File: config.mk
export PLATFORM = sky130hd
export DESIGN_NAME = lfbuf_top
export DESIGN_NICKNAME = d
export VERILOG_FILES = /design/src/lfbuf_pkg.sv /design/src/lfbuf_hblank_seq.sv /design/src/lfbuf_pixel_clock.sv /design/src/lfbuf_layer_fetch.sv /design/src/lfbuf_line_writer.sv /design/src/lfbuf_top.sv
export SDC_FILE = /design/constraint.sdc
export NUM_CORES = 1
export LEC_CHECK = 0
export BUFFER_PORTS_ARGS = -buffer_cell sky130_fd_sc_hd__buf_2
export CAP_MARGIN = 20
export CORE_ASPECT_RATIO = 1.2
export CORE_MARGIN = 4
export CORE_UTILIZATION = 55
export DETAILED_ROUTE_END_ITERATION = 16
export GPL_TIMING_DRIVEN = 0
export PLACE_DENSITY = 0.82
export SYNTH_ARGS = -nofsm -noshare
export SYNTH_HDL_FRONTEND = slang
export SYNTH_SLANG_ARGS = --single-unit
export TNS_END_PERCENT = 1
File: constraint.sdc
create_clock -name clk -period 7 [get_ports clk]
set_input_delay 0.35 -clock clk [delete_from_list [all_inputs] [get_ports clk]]
set_output_delay 0.35 -clock clk [all_outputs]
set_load 0.005 [all_outputs]
File: src/lfbuf_pkg.sv
// Shared widths, types and constants of the line-buffer render controller.
// A color whose low nibble is zero is transparent; lines are LINE_PIXELS wide.
`default_nettype none

package lfbuf_pkg;

    localparam int HDUMP_W     = 9;                  // Bit 8 is the end-of-line carry.
    localparam int VDUMP_W     = 8;
    localparam int LEN_W       = 6;
    localparam int PAL_W       = 8;
    localparam int LINE_PIXELS = 256;                // Pixels drawn per line.
    localparam int CEN_DIV     = 3;                  // Minimum clocks between cen pulses.
    localparam int CEN_W       = $clog2(CEN_DIV);    // Width of the cen divider.

    typedef logic [HDUMP_W-1:0] hdump_t;
    typedef logic [VDUMP_W-1:0] vdump_t;
    typedef logic [LEN_W-1:0]   len_t;               // Region length in cen ticks minus one.
    typedef logic [PAL_W-1:0]   pal_t;

    localparam vdump_t BLANK_LINE = 8'h17;           // Line with no pixels at all.

    typedef struct packed {
        len_t hbs_len;                               // Blank start to sync.
        len_t hsy_len;                               // Sync width.
        len_t hsa_len;                               // Sync end to active video.
    } hblank_cfg_t;

    typedef struct packed {
        hdump_t hdump;
        vdump_t vdump;
    } pix_pos_t;

    typedef struct packed {
        pal_t fix;
        pal_t scroll;
        pal_t obj;
    } layer_pix_t;

    typedef enum logic [1:0] {
        HB_IDLE,
        HB_START,
        HB_SYNC,
        HB_ACTIVE_WAIT
    } hb_state_t;

endpackage

`default_nettype wire

File: src/lfbuf_hblank_seq.sv
// Horizontal blanking sequencer; a new ln_hs edge restarts the sequence at once.
// Region lengths are sampled from cfg when each region is entered.
`default_nettype none

module lfbuf_hblank_seq import lfbuf_pkg::*; (
    input  logic        clk,
    input  logic        arst_n,
    input  logic        ln_hs,
    input  logic        cen,
    input  hblank_cfg_t cfg,
    output logic        line_start,
    output logic        blanking,
    output logic        hs,
    output logic        lhbl
);

    logic      hs_l;                                  // Delayed ln_hs for edge detection.
    logic      hs_edge;
    len_t      cnt;                                   // Down-counter of the current region.
    hb_state_t state;

    assign hs_edge  = ln_hs & ~hs_l;                  // Rising edge of the line sync.
    assign blanking = state != HB_IDLE;               // Any region still running.

    always_ff @(posedge clk or negedge arst_n) begin
        if (!arst_n) begin
            hs_l       <= 1'b0;
            line_start <= 1'b0;
            hs         <= 1'b0;
            lhbl       <= 1'b0;
            cnt        <= '0;
            state      <= HB_IDLE;
        end else begin
            hs_l       <= ln_hs;
            line_start <= hs_edge;                    // One clock after the edge.
            if (hs_edge) begin
                state <= HB_START;                    // Blank start region begins.
                cnt   <= cfg.hbs_len;
                hs    <= 1'b0;
                lhbl  <= 1'b0;                        // Video is blanked again.
            end else if (cen && blanking) begin
                if (cnt != '0) begin
                    cnt <= len_t'(cnt - 1'b1);        // Region still running.
                end else begin
                    case (state)
                        HB_START: begin
                            state <= HB_SYNC;
                            cnt   <= cfg.hsy_len;
                            hs    <= 1'b1;            // Sync pulse starts.
                        end
                        HB_SYNC: begin
                            state <= HB_ACTIVE_WAIT;
                            cnt   <= cfg.hsa_len;
                            hs    <= 1'b0;
                        end
                        default: begin
                            state <= HB_IDLE;         // Back porch done.
                            lhbl  <= 1'b1;            // Active video may start.
                        end
                    endcase
                end
            end
        end
    end

endmodule

`default_nettype wire

File: src/lfbuf_pixel_clock.sv
// Pixel strobe and horizontal counter; cen is free running only while blanking.
// In the active span each cen waits for fetch_ok, so the pixel rate follows the source.
`default_nettype none

module lfbuf_pixel_clock import lfbuf_pkg::*; (
    input  logic   clk,
    input  logic   arst_n,
    input  logic   line_start,
    input  logic   blanking,
    input  logic   fetch_ok,
    input  vdump_t vdump,
    output logic   cen,
    output hdump_t hdump,
    output logic   active,
    output logic   line_end
);

    logic [CEN_W-1:0] div_cnt;                        // Clocks since the last cen.
    logic             div_max;
    logic             run;
    logic             blank_l;                        // Delayed blanking for its falling edge.
    logic             draw;                           // This line has pixels to draw.
    hdump_t           hdump_nx;

    assign div_max  = div_cnt == CEN_W'(CEN_DIV - 1);
    assign run      = blanking | (active & fetch_ok); // Stall while a fetch is pending.
    assign hdump_nx = hdump_t'(hdump + 1'b1);

    always_ff @(posedge clk or negedge arst_n) begin
        if (!arst_n) begin
            div_cnt  <= '0;
            cen      <= 1'b0;
            hdump    <= '0;
            active   <= 1'b0;
            line_end <= 1'b0;
            blank_l  <= 1'b0;
            draw     <= 1'b0;
        end else begin
            blank_l  <= blanking;
            cen      <= div_max & run;
            line_end <= 1'b0;                         // Single-cycle pulse.
            if (div_max && run) begin
                div_cnt <= '0;                        // Strobe issued, start a new period.
            end else if (!div_max) begin
                div_cnt <= CEN_W'(div_cnt + 1'b1);    // Saturates at the division limit.
            end
            if (line_start) begin
                hdump    <= '0;
                active   <= 1'b0;                     // Abandon any unfinished line.
                draw     <= vdump != BLANK_LINE;
                line_end <= vdump == BLANK_LINE;      // Blank line is done at once.
            end else if (blank_l && !blanking && draw) begin
                active <= 1'b1;                       // Blanking over, pixels start.
                draw   <= 1'b0;
            end else if (active && cen) begin
                hdump <= hdump_nx;                    // Pixel strobed, move to the next.
                if (hdump_nx == hdump_t'(LINE_PIXELS)) begin
                    active   <= 1'b0;                 // Carry into bit 8 ends the line.
                    line_end <= 1'b1;
                end
            end
        end
    end

endmodule

`default_nettype wire

File: src/lfbuf_layer_fetch.sv
// Four-phase req/ack fetch of the three layer colors for the current pixel.
// A new request waits until the source has dropped pix_ack.
`default_nettype none

module lfbuf_layer_fetch import lfbuf_pkg::*; (
    input  logic       clk,
    input  logic       arst_n,
    input  logic       active,
    input  hdump_t     hdump,
    input  vdump_t     vdump,
    input  logic       cen,
    output logic       pix_req,
    output pix_pos_t   pix_pos,
    input  logic       pix_ack,
    input  layer_pix_t pix_data,
    output logic       fetch_ok,
    output layer_pix_t pix
);

    logic   act_l;                                    // Delayed active.
    hdump_t hdump_l;                                  // Delayed hdump.
    logic   pend;                                     // Pixel waiting for its request.
    logic   new_pix;
    logic   start;
    logic   done;

    // A pixel becomes current when the span opens or hdump moves on.
    assign new_pix = active & (~act_l | (hdump != hdump_l));
    // The previous handshake must be fully closed before a new request.
    assign start   = active & (pend | new_pix) & ~pix_req & ~pix_ack;
    assign done    = pix_req & pix_ack;               // Source has returned the colors.

    always_ff @(posedge clk or negedge arst_n) begin
        if (!arst_n) begin
            act_l    <= 1'b0;
            hdump_l  <= '0;
            pend     <= 1'b0;
            pix_req  <= 1'b0;
            fetch_ok <= 1'b0;
        end else begin
            act_l   <= active;
            hdump_l <= hdump;
            pend    <= active & (pend | new_pix) & ~start;
            if (start) begin
                pix_req <= 1'b1;                      // Phase one, request with stable pos.
            end else if (done) begin
                pix_req <= 1'b0;                      // Phase three, release the request.
            end
            if (done) begin
                fetch_ok <= active;                   // Stale data from an aborted line is ignored.
            end else if (cen || !active) begin
                fetch_ok <= 1'b0;                     // Colors consumed by the strobe.
            end
        end
    end

    always_ff @(posedge clk) begin
        if (start) begin
            pix_pos <= '{hdump: hdump, vdump: vdump};
        end
        if (done) begin
            pix <= pix_data;                          // Held until the next fetch completes.
        end
    end

endmodule

`default_nettype wire

File: src/lfbuf_line_writer.sv
// Priority mixer and line buffer write port; one write per active cen.
// With hflip set the line is written from address 255 down to 0.
`default_nettype none

module lfbuf_line_writer import lfbuf_pkg::*; (
    input  logic       clk,
    input  logic       arst_n,
    input  logic       cen,
    input  logic       active,
    input  logic       line_start,
    input  logic       line_end,
    input  hdump_t     hdump,
    input  logic       hflip,
    input  layer_pix_t pix,
    output logic       ln_we,
    output hdump_t     ln_addr,
    output pal_t       ln_data,
    output logic       ln_done
);

    pal_t   mix;                                      // Color picked by priority.
    hdump_t addr;

    always_comb begin
        if (pix.obj[3:0] != 4'd0) begin
            mix = pix.obj;                            // Objects sit on top.
        end else if (pix.fix[3:0] != 4'd0) begin
            mix = pix.fix;
        end else begin
            mix = pix.scroll;                         // Scroll is the backdrop.
        end
    end

    // Mirroring only flips the pixel index; bit 8 is always zero here.
    assign addr = hflip ? {1'b0, ~hdump[7:0]} : hdump_t'(hdump[7:0]);

    always_ff @(posedge clk or negedge arst_n) begin
        if (!arst_n) begin
            ln_we   <= 1'b0;
            ln_done <= 1'b0;
        end else begin
            ln_we <= cen & active;                    // Write the pixel just strobed.
            if (line_start) begin
                ln_done <= 1'b0;
            end else if (line_end) begin
                ln_done <= 1'b1;                      // Held until the next line.
            end
        end
    end

    always_ff @(posedge clk) begin
        if (cen && active) begin
            ln_addr <= addr;
            ln_data <= mix;
        end
    end

endmodule

`default_nettype wire

File: src/lfbuf_top.sv
// Line-buffer render controller top; the line buffer and the pixel source sit outside.
`default_nettype none

module lfbuf_top import lfbuf_pkg::*; (
    input  logic        clk,
    input  logic        arst_n,
    input  logic        ln_hs,
    input  vdump_t      ln_v,
    input  logic        hflip,
    input  hblank_cfg_t cfg,
    output logic        pix_req,
    output pix_pos_t    pix_pos,
    input  logic        pix_ack,
    input  layer_pix_t  pix_data,
    output logic        ln_we,
    output hdump_t      ln_addr,
    output pal_t        ln_data,
    output logic        ln_done,
    output logic        cen,
    output logic        hs,
    output logic        lhbl,
    output hdump_t      hdump
);

    logic       line_start;
    logic       blanking;
    logic       active;
    logic       line_end;
    logic       fetch_ok;
    layer_pix_t pix;                                  // Colors of the current pixel.

    lfbuf_hblank_seq u_hblank_seq (
        .clk        (clk),
        .arst_n     (arst_n),
        .ln_hs      (ln_hs),
        .cen        (cen),
        .cfg        (cfg),
        .line_start (line_start),
        .blanking   (blanking),
        .hs         (hs),
        .lhbl       (lhbl)
    );

    lfbuf_pixel_clock u_pixel_clock (
        .clk        (clk),
        .arst_n     (arst_n),
        .line_start (line_start),
        .blanking   (blanking),
        .fetch_ok   (fetch_ok),
        .vdump      (ln_v),
        .cen        (cen),
        .hdump      (hdump),
        .active     (active),
        .line_end   (line_end)
    );

    lfbuf_layer_fetch u_layer_fetch (
        .clk        (clk),
        .arst_n     (arst_n),
        .active     (active),
        .hdump      (hdump),
        .vdump      (ln_v),
        .cen        (cen),
        .pix_req    (pix_req),
        .pix_pos    (pix_pos),
        .pix_ack    (pix_ack),
        .pix_data   (pix_data),
        .fetch_ok   (fetch_ok),
        .pix        (pix)
    );

    lfbuf_line_writer u_line_writer (
        .clk        (clk),
        .arst_n     (arst_n),
        .cen        (cen),
        .active     (active),
        .line_start (line_start),
        .line_end   (line_end),
        .hdump      (hdump),
        .hflip      (hflip),
        .pix        (pix),
        .ln_we      (ln_we),
        .ln_addr    (ln_addr),
        .ln_data    (ln_data),
        .ln_done    (ln_done)
    );

endmodule

`default_nettype wire

==> results.py, run 1 <==
metrics = {
    "run_status": {
        "status": "finished, final reports clean",
    },
    "logic_synthesis": {
        "yosys_warnings": 0,
        "synthFlopType": "edfxtp_1",
        "syn-num-nets": 369,
        "ys_seq_elements": 100,
        "netlist_instances": 309,
        "synth_cell_types": 51,
        "synth_top_area_cell": "edfxtp_1",
        "ys_async_sr_fraction_pct": 43.0,
        "ys_seq_area_share_pct": 67.3,
        "synth_edf_count": 57,
        "syn_avg_cell_area_sq_um": 13.4,
        "ys_top_cells_by_area": "edfxtp_1 (41%), dfrtp_1 (26%), xnor2_1 (3.8%)",
        "synth_top_area_share_pct": 41.3,
        "netlist_area_sq_mm": 0.00414,
    },
    "setup_path": {
        "crit_fanout": 10,
        "crit_arrival_ns": 2.43,
        "critical_path_class": "register to register",
        "r2r_setup_slack_ns": 4.64,
        "start_kind": "register",
        "required_ns": 7.07,
        "worst_setup_path_end_kind": "register",
    },
    "placement": {
        "place_congestion": 0.865,
        "dp_cells": 501,
        "numPortBuffers": 101,
        "dp.final_hpwl_microns": 6260,
        "dp_slack_ns": 4.66,
        "placed_cell_area_sq_mm": 0.00478,
    },
    "clock_tree": {
        "clkLatencyLatePin_ns": 0.36,
        "cts-buffers-inserted": 9,
        "cts_resized": 0,
        "postCtsSetupBuffers": 0,
        "cts_hold_buf": 0,
        "cts_tree": "yes",
        "cts.clk_slew.worst_paths_ns": 0.11,
        "cts_buffer_depth": 2,
        "cts.sinks": 100,
        "htreeDepth": 3,
        "cts-root-buf": "clkbuf_8",
    },
    "sta": {
        "fin_crit_sh_pct": 33.7,
        "fin_hold_ws_ns": 0.110,
        "skew_ns": 0.0185,
        "fin_crit_ns": 2.36,
        "relSlewSlack_pct": 37.3,
        "finalMaxSlewViolations": 0,
        "max_freq_mhz": 424,
        "setup_tns_ns": 0,
        "finalSetupViolations": 0,
        "rsz0062_at_grt": "no",
        "hold_viol_final": 0,
        "tightest_slew_ns": 0.941,
        "timing.final.ws_setup_ns": 4.64,
    },
    "detailed_routing": {
        "ant_nets": 0,
        "drt_iter0_drc": 242,
        "firstDrtPassIters": 4,
        "wl_per_cell_microns": 16.8,
        "dr_total_vias": 2807,
        "drt-total-wl_microns": 8740,
        "drc": 0,
        "routed_via_density": 5.41,
    },
    "floorplan": {
        "initial_utilization_pct": 57.0,
        "die_h_microns": 103,
        "die_w_microns": 87.2,
        "coreArea_sq_mm": 0.00727,
        "die-area_sq_mm": 0.00899,
        "pin_count": 104,
        "placementRows": 34,
    },
    "pwr": {
        "p_total_mw": 1.26,
        "p_per_area_mw_per_mm2": 252,
        "ir_worst_vdd_mv": 0.138,
        "cellLeakagePower_nw": 2.10,
    },
    "grt": {
        "gr-usage-all-layers_pct": 20.6,
        "grt_pass1_wl_microns": 14100,
        "gr-total-overflow": 0,
        "antenna_found_initial": 0,
        "grt_pass1_vias": 2872,
        "grt_max_degree": 44,
    },
    "cells_and_area": {
        "area_delta_synth_final_pct": 20.4,
        "layout-drive-gt1-share_pct": 31.2,
        "fin_util_pct": 68.6,
        "final.fill_count": 532,
        "mostFrequentLayoutCell": "buf_2",
        "stdcell_count": 519,
        "layout.nets": 484,
        "fin_area_sq_mm": 0.00499,
        "diodes": 0,
        "final_cell_mix": "buf_2 (103), edfxtp_1 (57), dfrtp_1 (43), nor2_1 (20), nand2_1 (19)",
    },
    "run": {
        "drv_cap": 0,
    },
    "hold_path": {
        "hp-class": "primary input to register",
    },
}
## logic make-up (layout without fill, tap and decap cells)
logic type                 after synthesis  count (layout)  synth area share, %
adders and majority gates                5               5                 1.51
and+or+nand+nor                         92              92                 11.6
buffers and inverters                   24             144                 2.69
xor gates and xnor gates                27              27                 5.71
AOI/OAI and AO/OA                       48              48                 8.24
other                                    1               1               0.0905
muxes                                   12              12                 2.93
DFF                                    100             100                 67.3
## state kept, by name, summed over array words and instances, names as in the netlist, 2 cells and up
| signal | cells |
|---|---|
| u_pixel_clock.div_cnt | 2 |
| u_layer_fetch.pix | 24 |
| u_layer_fetch.hdump_l | 9 |
| u_hblank_seq.cnt | 6 |
| u_layer_fetch.pix_pos | 17 |
| u_line_writer.ln_data | 8 |
| u_pixel_clock.hdump | 9 |
| u_line_writer.ln_addr | 8 |
| u_hblank_seq.state | 2 |
## layer usage
layer  routed length (microns)  global-route usage (%)
met1                      3460                    25.7
met2                      4590                    35.5
met3                       565                    5.12
met4                       131                    6.14
met5                         0                       0
## path summary, 6_finish.rpt
check,cells after the start,to,start
worst max-delay path,6,u_layer_fetch.pix_pos[8]$_DFFE_PP_,u_pixel_clock.hdump[3]$_DFFE_PN0P_
worst min-delay path,1,u_hblank_seq.hs_l$_DFF_PN0_,ln_hs
worst max register to register,6,u_layer_fetch.pix_pos[8]$_DFFE_PP_,u_pixel_clock.hdump[3]$_DFFE_PN0P_
worst min register to register,0,u_layer_fetch.hdump_l[2]$_DFF_PN0_,u_pixel_clock.hdump[2]$_DFFE_PN0P_
max in group asynchronous,1,u_pixel_clock.blank_l$_DFF_PN0_,arst_n
min in group asynchronous,1,u_hblank_seq.cnt[2]$_DFFE_PN0P_,arst_n
## cell usage after synthesis, drive strengths merged, types with 2 or more instances
| cell type | number |
|---|---|
| xor2 | 9 |
| xnor2 | 18 |
| a211o | 2 |
| mux2i | 11 |
| edfxtp | 57 |
| a31oi | 4 |
| o31ai | 3 |
| o21a | 4 |
| o21bai | 5 |
| nor3 | 9 |
| o31a | 2 |
| nand2 | 20 |
| buf | 6 |
| or4 | 2 |
| clkbuf | 9 |
| nand2b | 3 |
| nor4 | 5 |
| or3 | 3 |
| nand4 | 7 |
| nor2 | 20 |
| and3 | 2 |
| a21oi | 12 |
| dfrtp | 43 |
| ha | 5 |
| inv | 9 |
| o21ai | 9 |
| nand3 | 10 |
| nor2b | 3 |
## worst max-delay path, stage by stage, from the launching register on
cell	delay [ns]
dfrtp_1	0.41
clkbuf_1	0.40
xnor2_1	0.13
nand4_1	0.13
o31ai_1	0.13
nor3_2	0.61
buf_6	0.25
## power breakdown
| group | switching [mW] | leakage, nW | total [mW] | internal, mW |
|---|---|---|---|---|
| Clock | 0.215 | 0.0918 | 0.354 | 0.139 |
| Combinational | 0.107 | 0.929 | 0.194 | 0.0865 |
| Sequential | 0.0392 | 1.08 | 0.708 | 0.669 |
## layout make-up
class                   count  area (sq um)  area share, %
flip-flops and latches    100          2790           55.9
multi-input cells         185          1250           25.0
repair buffers            104           539           10.8
clock buffers               9           124           2.48
well taps                  90           113           2.26
plain buffers              15          77.6           1.55
clock inverters             7          66.3           1.33
inverters                   9          33.8          0.677
(Power assumes the default switching activity.)
==> inputs of run 2 (changes only) <==
--- a/config.mk
+++ b/config.mk
@@ -9,10 +9,10 @@
 export CAP_MARGIN = 20
 export CORE_ASPECT_RATIO = 1.2
 export CORE_MARGIN = 4
-export CORE_UTILIZATION = 55
+export CORE_UTILIZATION = 53
 export DETAILED_ROUTE_END_ITERATION = 16
 export GPL_TIMING_DRIVEN = 0
-export PLACE_DENSITY = 0.82
+export PLACE_DENSITY = 0.8
 export SYNTH_ARGS = -nofsm -noshare
 export SYNTH_HDL_FRONTEND = slang
 export SYNTH_SLANG_ARGS = --single-unit
==> constraint.sdc (replaced) <==
create_clock -name clk -period 2.4 [get_ports clk]
set_input_delay 0.12 -clock clk [delete_from_list [all_inputs] [get_ports clk]]
set_output_delay 0.12 -clock clk [all_outputs]
set_load 0.005 [all_outputs]
==> results.py, run 2 (synthesis results as in run 1) <==
metrics = {
    "sta": {
        "fin_crit_sh_pct": 90.3,
        "fin_crit_ns": 2.17,
        "finalSetupViolations": 0,
        "setup_tns_ns": 0,
        "skew_ns": 0.0132,
        "relSlewSlack_pct": 37.3,
        "hold_viol_final": 0,
        "timing.final.ws_setup_ns": 0.233,
        "rsz0062_at_grt": "no",
        "tightest_slew_ns": 0.940,
        "fin_hold_ws_ns": 0.0183,
        "finalMaxSlewViolations": 0,
        "max_freq_mhz": 462,
    },
    "floorplan": {
        "placementRows": 35,
        "initial_utilization_pct": 54.1,
        "die_h_microns": 105,
        "die-area_sq_mm": 0.00930,
        "die_w_microns": 88.7,
        "coreArea_sq_mm": 0.00766,
        "pin_count": 104,
    },
    "setup_path": {
        "crit_fanout": 13,
        "worst_setup_path_end_kind": "register",
        "critical_path_class": "register to register",
        "start_kind": "register",
        "crit_arrival_ns": 2.29,
        "required_ns": 2.52,
    },
    "run_status": {
        "status": "finished, final reports clean",
    },
    "clock_tree": {
        "cts_buffer_depth": 2,
        "postCtsSetupBuffers": 0,
        "cts.clk_slew.worst_paths_ns": 0.10,
        "cts_hold_buf": 36,
        "htreeDepth": 3,
        "cts_resized": 0,
        "cts-root-buf": "clkbuf_8",
        "cts-buffers-inserted": 9,
        "clkLatencyLatePin_ns": 0.36,
        "cts_tree": "yes",
        "cts.sinks": 100,
    },
    "grt": {
        "gr-total-overflow": 0,
        "use_met3_pct": 5.13,
        "gr-max-usage-layer": "met2",
        "gr-usage-met1_pct": 23.9,
        "grt_pass1_wl_microns": 14500,
        "gr-usage-all-layers_pct": 20.4,
        "met2_usage_pct": 34.7,
        "grt_max_degree": 44,
        "antenna_found_initial": 0,
        "grt_pass1_vias": 3011,
    },
    "cells_and_area": {
        "final_cell_mix": "buf_2 (103), edfxtp_1 (57), dfrtp_1 (43), dlygate4sd3_1 (36), nor2_1 (20)",
        "diodes": 0,
        "fin_area_sq_mm": 0.00536,
        "area_delta_synth_final_pct": 29.3,
        "layout-drive-gt1-share_pct": 28.8,
        "layout.nets": 520,
        "largest_reg_flops": 24,
        "stdcell_count": 557,
        "mostFrequentLayoutCell": "buf_2",
        "reg_top3": "u_layer_fetch.pix x24, u_layer_fetch.pix_pos x17",
        "top_register": "u_layer_fetch.pix",
    },
    "pwr": {
        "cellLeakagePower_nw": 2.25,
        "p_per_area_mw_per_mm2": 688,
        "internal_power_mw": 2.64,
        "ir_worst_vdd_mv": 0.446,
        "switching_share_pct": 28.3,
        "p_comb_share_pct": 16.6,
        "p_switching_mw": 1.05,
        "clkPwrFrac_pct": 27.2,
        "seq_power_share_pct": 56.2,
    },
    "detailed_routing": {
        "drt_iter0_drc": 128,
        "drt-total-wl_microns": 9040,
        "wl_per_cell_microns": 16.2,
        "drc": 0,
        "firstDrtPassIters": 4,
        "ant_nets": 0,
        "dr_total_vias": 3014,
        "routed_via_density": 5.41,
    },
    "placement": {
        "dp.final_hpwl_microns": 5910,
        "placed_cell_area_sq_mm": 0.00478,
        "dp_slack_ns": 0.252,
        "dp_cells": 503,
        "numPortBuffers": 101,
        "place_congestion": 0.910,
    },
    "run": {
        "drv_cap": 0,
    },
    "hold_path": {
        "hp-class": "primary input to register",
    },
}
run 2: cell types whose count changed in the layout (fill, tap and decap cells not counted):
cell / change
clkinv_4: +2
clkinv_8: +1
clkinvlp_4: -1
dlygate4sd3_1: +36
inv_8: -2
run 2: layout make-up:
class | count | area (sq um)
Fill cell | 534 | 2310
Timing Repair Buffer | 140 | 900
Tap cell | 92 | 115
Clock inverter | 7 | 70.1
Multi-Input combinational cell | 185 | 1250
Clock buffer | 9 | 124
Inverter | 9 | 33.8
Buffer | 15 | 77.6
Sequential cell | 100 | 2790
run 2: critical path, cell delays in order (launching register included):
cell and delay [ns]:
dfrtp_1 0.39, clkbuf_1 0.41, xnor2_1 0.18, nand4_1 0.13, o31ai_1 0.45, nor3_2 0.16, buf_6 0.20
run 2: layer usage:
layer | part of all wire [%] | wire length, microns
met1 | 39 | 3490
met2 | 53 | 4830
met3 | 5.0 | 452
met4 | 3.0 | 268
met5 | 0 | 0
run 2: metrics by stage:
| step | utilization, % | total power, mW |
|---|---|---|
| finish | 69.9 | 3.69 |
| global route | 69.9 | 3.88 |
| CTS | 69.6 | 3.70 |
| detailed placement | 62.4 | 2.66 |
| global placement | 62.2 | 2.64 |
| floorplan | - | 2.46 |
run 2: path summary, 6_finish.rpt:
path	slack [ns]	from	cells past startpoint	endpoint
max	0.23	u_pixel_clock.hdump[4]$_DFFE_PN0P_	6	u_layer_fetch.pix_pos[1]$_DFFE_PP_
max in group asynchronous	1.37	arst_n	2	u_hblank_seq.cnt[3]$_DFFE_PN0P_
max reg2reg	0.23	u_pixel_clock.hdump[4]$_DFFE_PN0P_	6	u_layer_fetch.pix_pos[1]$_DFFE_PP_
min in group asynchronous	0.45	arst_n	2	u_hblank_seq.hs$_DFFE_PN0P_
min	0.02	cfg[14]	3	u_hblank_seq.cnt[2]$_DFFE_PN0P_
min reg2reg	0.43	u_pixel_clock.div_cnt[0]$_DFFE_PN0P_	1	u_pixel_clock.div_cnt[0]$_DFFE_PN0P_
run 2: power by group through the flow:
stage               sequential (mW)  combinational (mW)  clock (mW)
finish                         2.07               0.612        1.00
floorplan                      2.08               0.384           0
detailed placement             2.10               0.557           0
CTS                            2.07               0.607        1.03
global placement               2.10               0.541           0
global route                   2.09               0.685        1.10
==> inputs of run 3 (changes only) <==
--- a/config.mk
+++ b/config.mk
@@ -9,10 +9,11 @@
 export CAP_MARGIN = 20
 export CORE_ASPECT_RATIO = 1.2
 export CORE_MARGIN = 4
-export CORE_UTILIZATION = 53
+export CORE_UTILIZATION = 48
 export DETAILED_ROUTE_END_ITERATION = 16
 export GPL_TIMING_DRIVEN = 0
-export PLACE_DENSITY = 0.8
+export PLACE_DENSITY = 0.76
+export SLEW_MARGIN = 20
 export SYNTH_ARGS = -nofsm -noshare
 export SYNTH_HDL_FRONTEND = slang
 export SYNTH_SLANG_ARGS = --single-unit
==> constraint.sdc (replaced) <==
create_clock -name clk -period 1.9 [get_ports clk]
set_input_delay 0.095 -clock clk [delete_from_list [all_inputs] [get_ports clk]]
set_output_delay 0.095 -clock clk [all_outputs]
set_load 0.005 [all_outputs]
==> results.py, run 3 (synthesis results as in run 1) <==
metrics = {
    "cells_and_area": {
        "diodes": 0,
        "fin_util_pct": 66.8,
        "area_delta_synth_final_pct": 33.5,
        "layout-drive-gt1-share_pct": 32.3,
        "final_cell_mix": "buf_2 (105), edfxtp_1 (57), dfrtp_1 (41), dlygate4sd3_1 (40), nor2_1 (20)",
        "mostFrequentLayoutCell": "buf_2",
        "reg_top3": "u_layer_fetch.pix x24, u_layer_fetch.pix_pos x17",
        "top_register": "u_layer_fetch.pix",
        "largest_reg_flops": 24,
        "layout.nets": 523,
    },
    "grt": {
        "grt_max_degree": 44,
        "gr-usage-all-layers_pct": 18.1,
        "gr-total-overflow": 0,
        "grt_pass1_wl_microns": 14100,
        "grt_pass1_vias": 2978,
        "antenna_found_initial": 0,
    },
    "detailed_routing": {
        "firstDrtPassIters": 4,
        "drt-total-wl_microns": 8970,
        "drt-met1-wl_microns": 3460,
        "dr.max_layer_used": "met4",
        "wl_met3_microns": 406,
        "met2_wirelength_microns": 4880,
        "routed_via_density": 5.10,
        "dr_total_vias": 2968,
        "drt_iter0_drc": 82,
        "wl_per_cell_microns": 15.4,
        "drc": 0,
        "ant_nets": 0,
    },
    "pwr": {
        "cellLeakagePower_nw": 2.29,
        "p_per_area_mw_per_mm2": 859,
        "p_total_mw": 4.75,
        "ir_worst_vdd_mv": 0.501,
    },
    "clock_tree": {
        "cts_tree": "yes",
        "cts-root-buf": "clkbuf_8",
        "clkLatencyLatePin_ns": 0.36,
        "cts-buffers-inserted": 9,
        "cts_buffer_depth": 2,
        "cts.sinks": 100,
        "cts.clk_slew.worst_paths_ns": 0.09,
        "htreeDepth": 3,
    },
    "floorplan": {
        "die-area_sq_mm": 0.0102,
        "pin_count": 104,
        "coreArea_sq_mm": 0.00829,
        "placementRows": 36,
        "initial_utilization_pct": 50.0,
        "die_w_microns": 92.8,
        "die_h_microns": 110,
    },
    "sta": {
        "setup_tns_ns": 0,
        "hold_viol_final": 0,
        "max_freq_mhz": 542,
        "skew_ns": 0.0126,
        "relSlewSlack_pct": 55.3,
        "fin_crit_ns": 1.85,
        "finalMaxSlewViolations": 0,
        "fin_crit_sh_pct": 97.1,
        "timing.final.ws_setup_ns": 0.0545,
        "tightest_slew_ns": 0.669,
        "rsz0062_at_grt": "yes",
        "finalSetupViolations": 0,
    },
    "setup_path": {
        "slowest_delay_ns": 0.41,
        "required_ns": 2.01,
        "worst_setup_path_end_kind": "register",
        "crit_cells": 6,
        "critical_path_class": "register to register",
        "crit_arrival_ns": 1.96,
        "crit_buf_inv": 2,
        "reg2regPathDepth": 6,
        "cp_cell_sequence": "clkbuf_4 > xnor2_2 > nand4_1 > o31ai_4 > nor3_4 > buf_12",
        "crit_fanout": 17,
        "path_delay_family": "flip-flops",
        "start_kind": "register",
        "critPathSlowestCell": "dfrtp_1",
    },
    "placement": {
        "numPortBuffers": 101,
        "dp.final_hpwl_microns": 5960,
        "dp_slack_ns": -0.385,
        "place_congestion": 0.934,
    },
    "run_status": {
        "status": "finished, final reports clean",
    },
    "hold_path": {
        "hp-class": "primary input to register",
        "hold_depth": 3,
    },
    "run": {
        "drv_cap": 0,
    },
}
run 3: per-stage QoR:
stage                     std cells  area [sq um]  hold slack (ns)
after floorplan                 309          4160           -0.201
after global placement          524          4800            0.220
after detailed placement        524          4800            0.222
after CTS                       580          5440          0.00542
after global routing            582          5530           0.0611
final                           582          5530           0.0399
run 3: area by class of cell:
| class | instances | area (sq um) |
|---|---|---|
| Buffer | 14 | 83.8 |
| Clock buffer | 11 | 131 |
| Clock inverter | 5 | 62.6 |
| Fill cell | 648 | 2760 |
| Inverter | 9 | 33.8 |
| Multi-Input combinational cell | 185 | 1340 |
| Sequential cell | 100 | 2790 |
| Tap cell | 114 | 143 |
| Timing Repair Buffer | 144 | 953 |
run 3: layer usage:
layer  GRT usage, %  vias to the layer above
li1               -                     1427
met1           20.9                     1436
met2           32.3                       85
met3           3.97                       20
met4           7.75                        0
met5              0                        -
run 3: path summary, 6_finish.rpt:
kind,startpoint,end,slack (ns)
max,u_pixel_clock.hdump[4]$_DFFE_PN0P_,u_layer_fetch.pix_pos[12]$_DFFE_PP_,0.05
max in group asynchronous,arst_n,u_layer_fetch.hdump_l[6]$_DFF_PN0_,1.20
min in group asynchronous,arst_n,u_hblank_seq.state[0]$_DFFE_PN0P_,0.20
min reg2reg,u_pixel_clock.hdump[7]$_DFFE_PN0P_,u_layer_fetch.hdump_l[7]$_DFF_PN0_,0.42
min,cfg[16],u_hblank_seq.cnt[4]$_DFFE_PN0P_,0.04
max reg2reg,u_pixel_clock.hdump[4]$_DFFE_PN0P_,u_layer_fetch.pix_pos[12]$_DFFE_PP_,0.05
run 3: power breakdown:
group          switching (mW)  total (mW)  internal, mW
clock                   0.701        1.32         0.614
sequential              0.155        2.62          2.46
combinational           0.416       0.815         0.399
total                    1.27        4.75          3.48
run 3: repair_timing:
| action | CTS | global route |
|---|---|---|
| setup buffers | 1 | 1 |
| endpoints found under the setup margin | 25 | 20 |
| hold endpoints to repair | 81 | 1 |
| pin swaps | 2 | 2 |
| hold buffers | 39 | 1 |
| resized for setup | 9 | 18 |
| cloned | 0 | 0 |
run 3: worst min-delay path, stage by stage:
cell and delay (ns):
buf_2 0.08, mux2i_1 0.05, o21ai_0 0.14
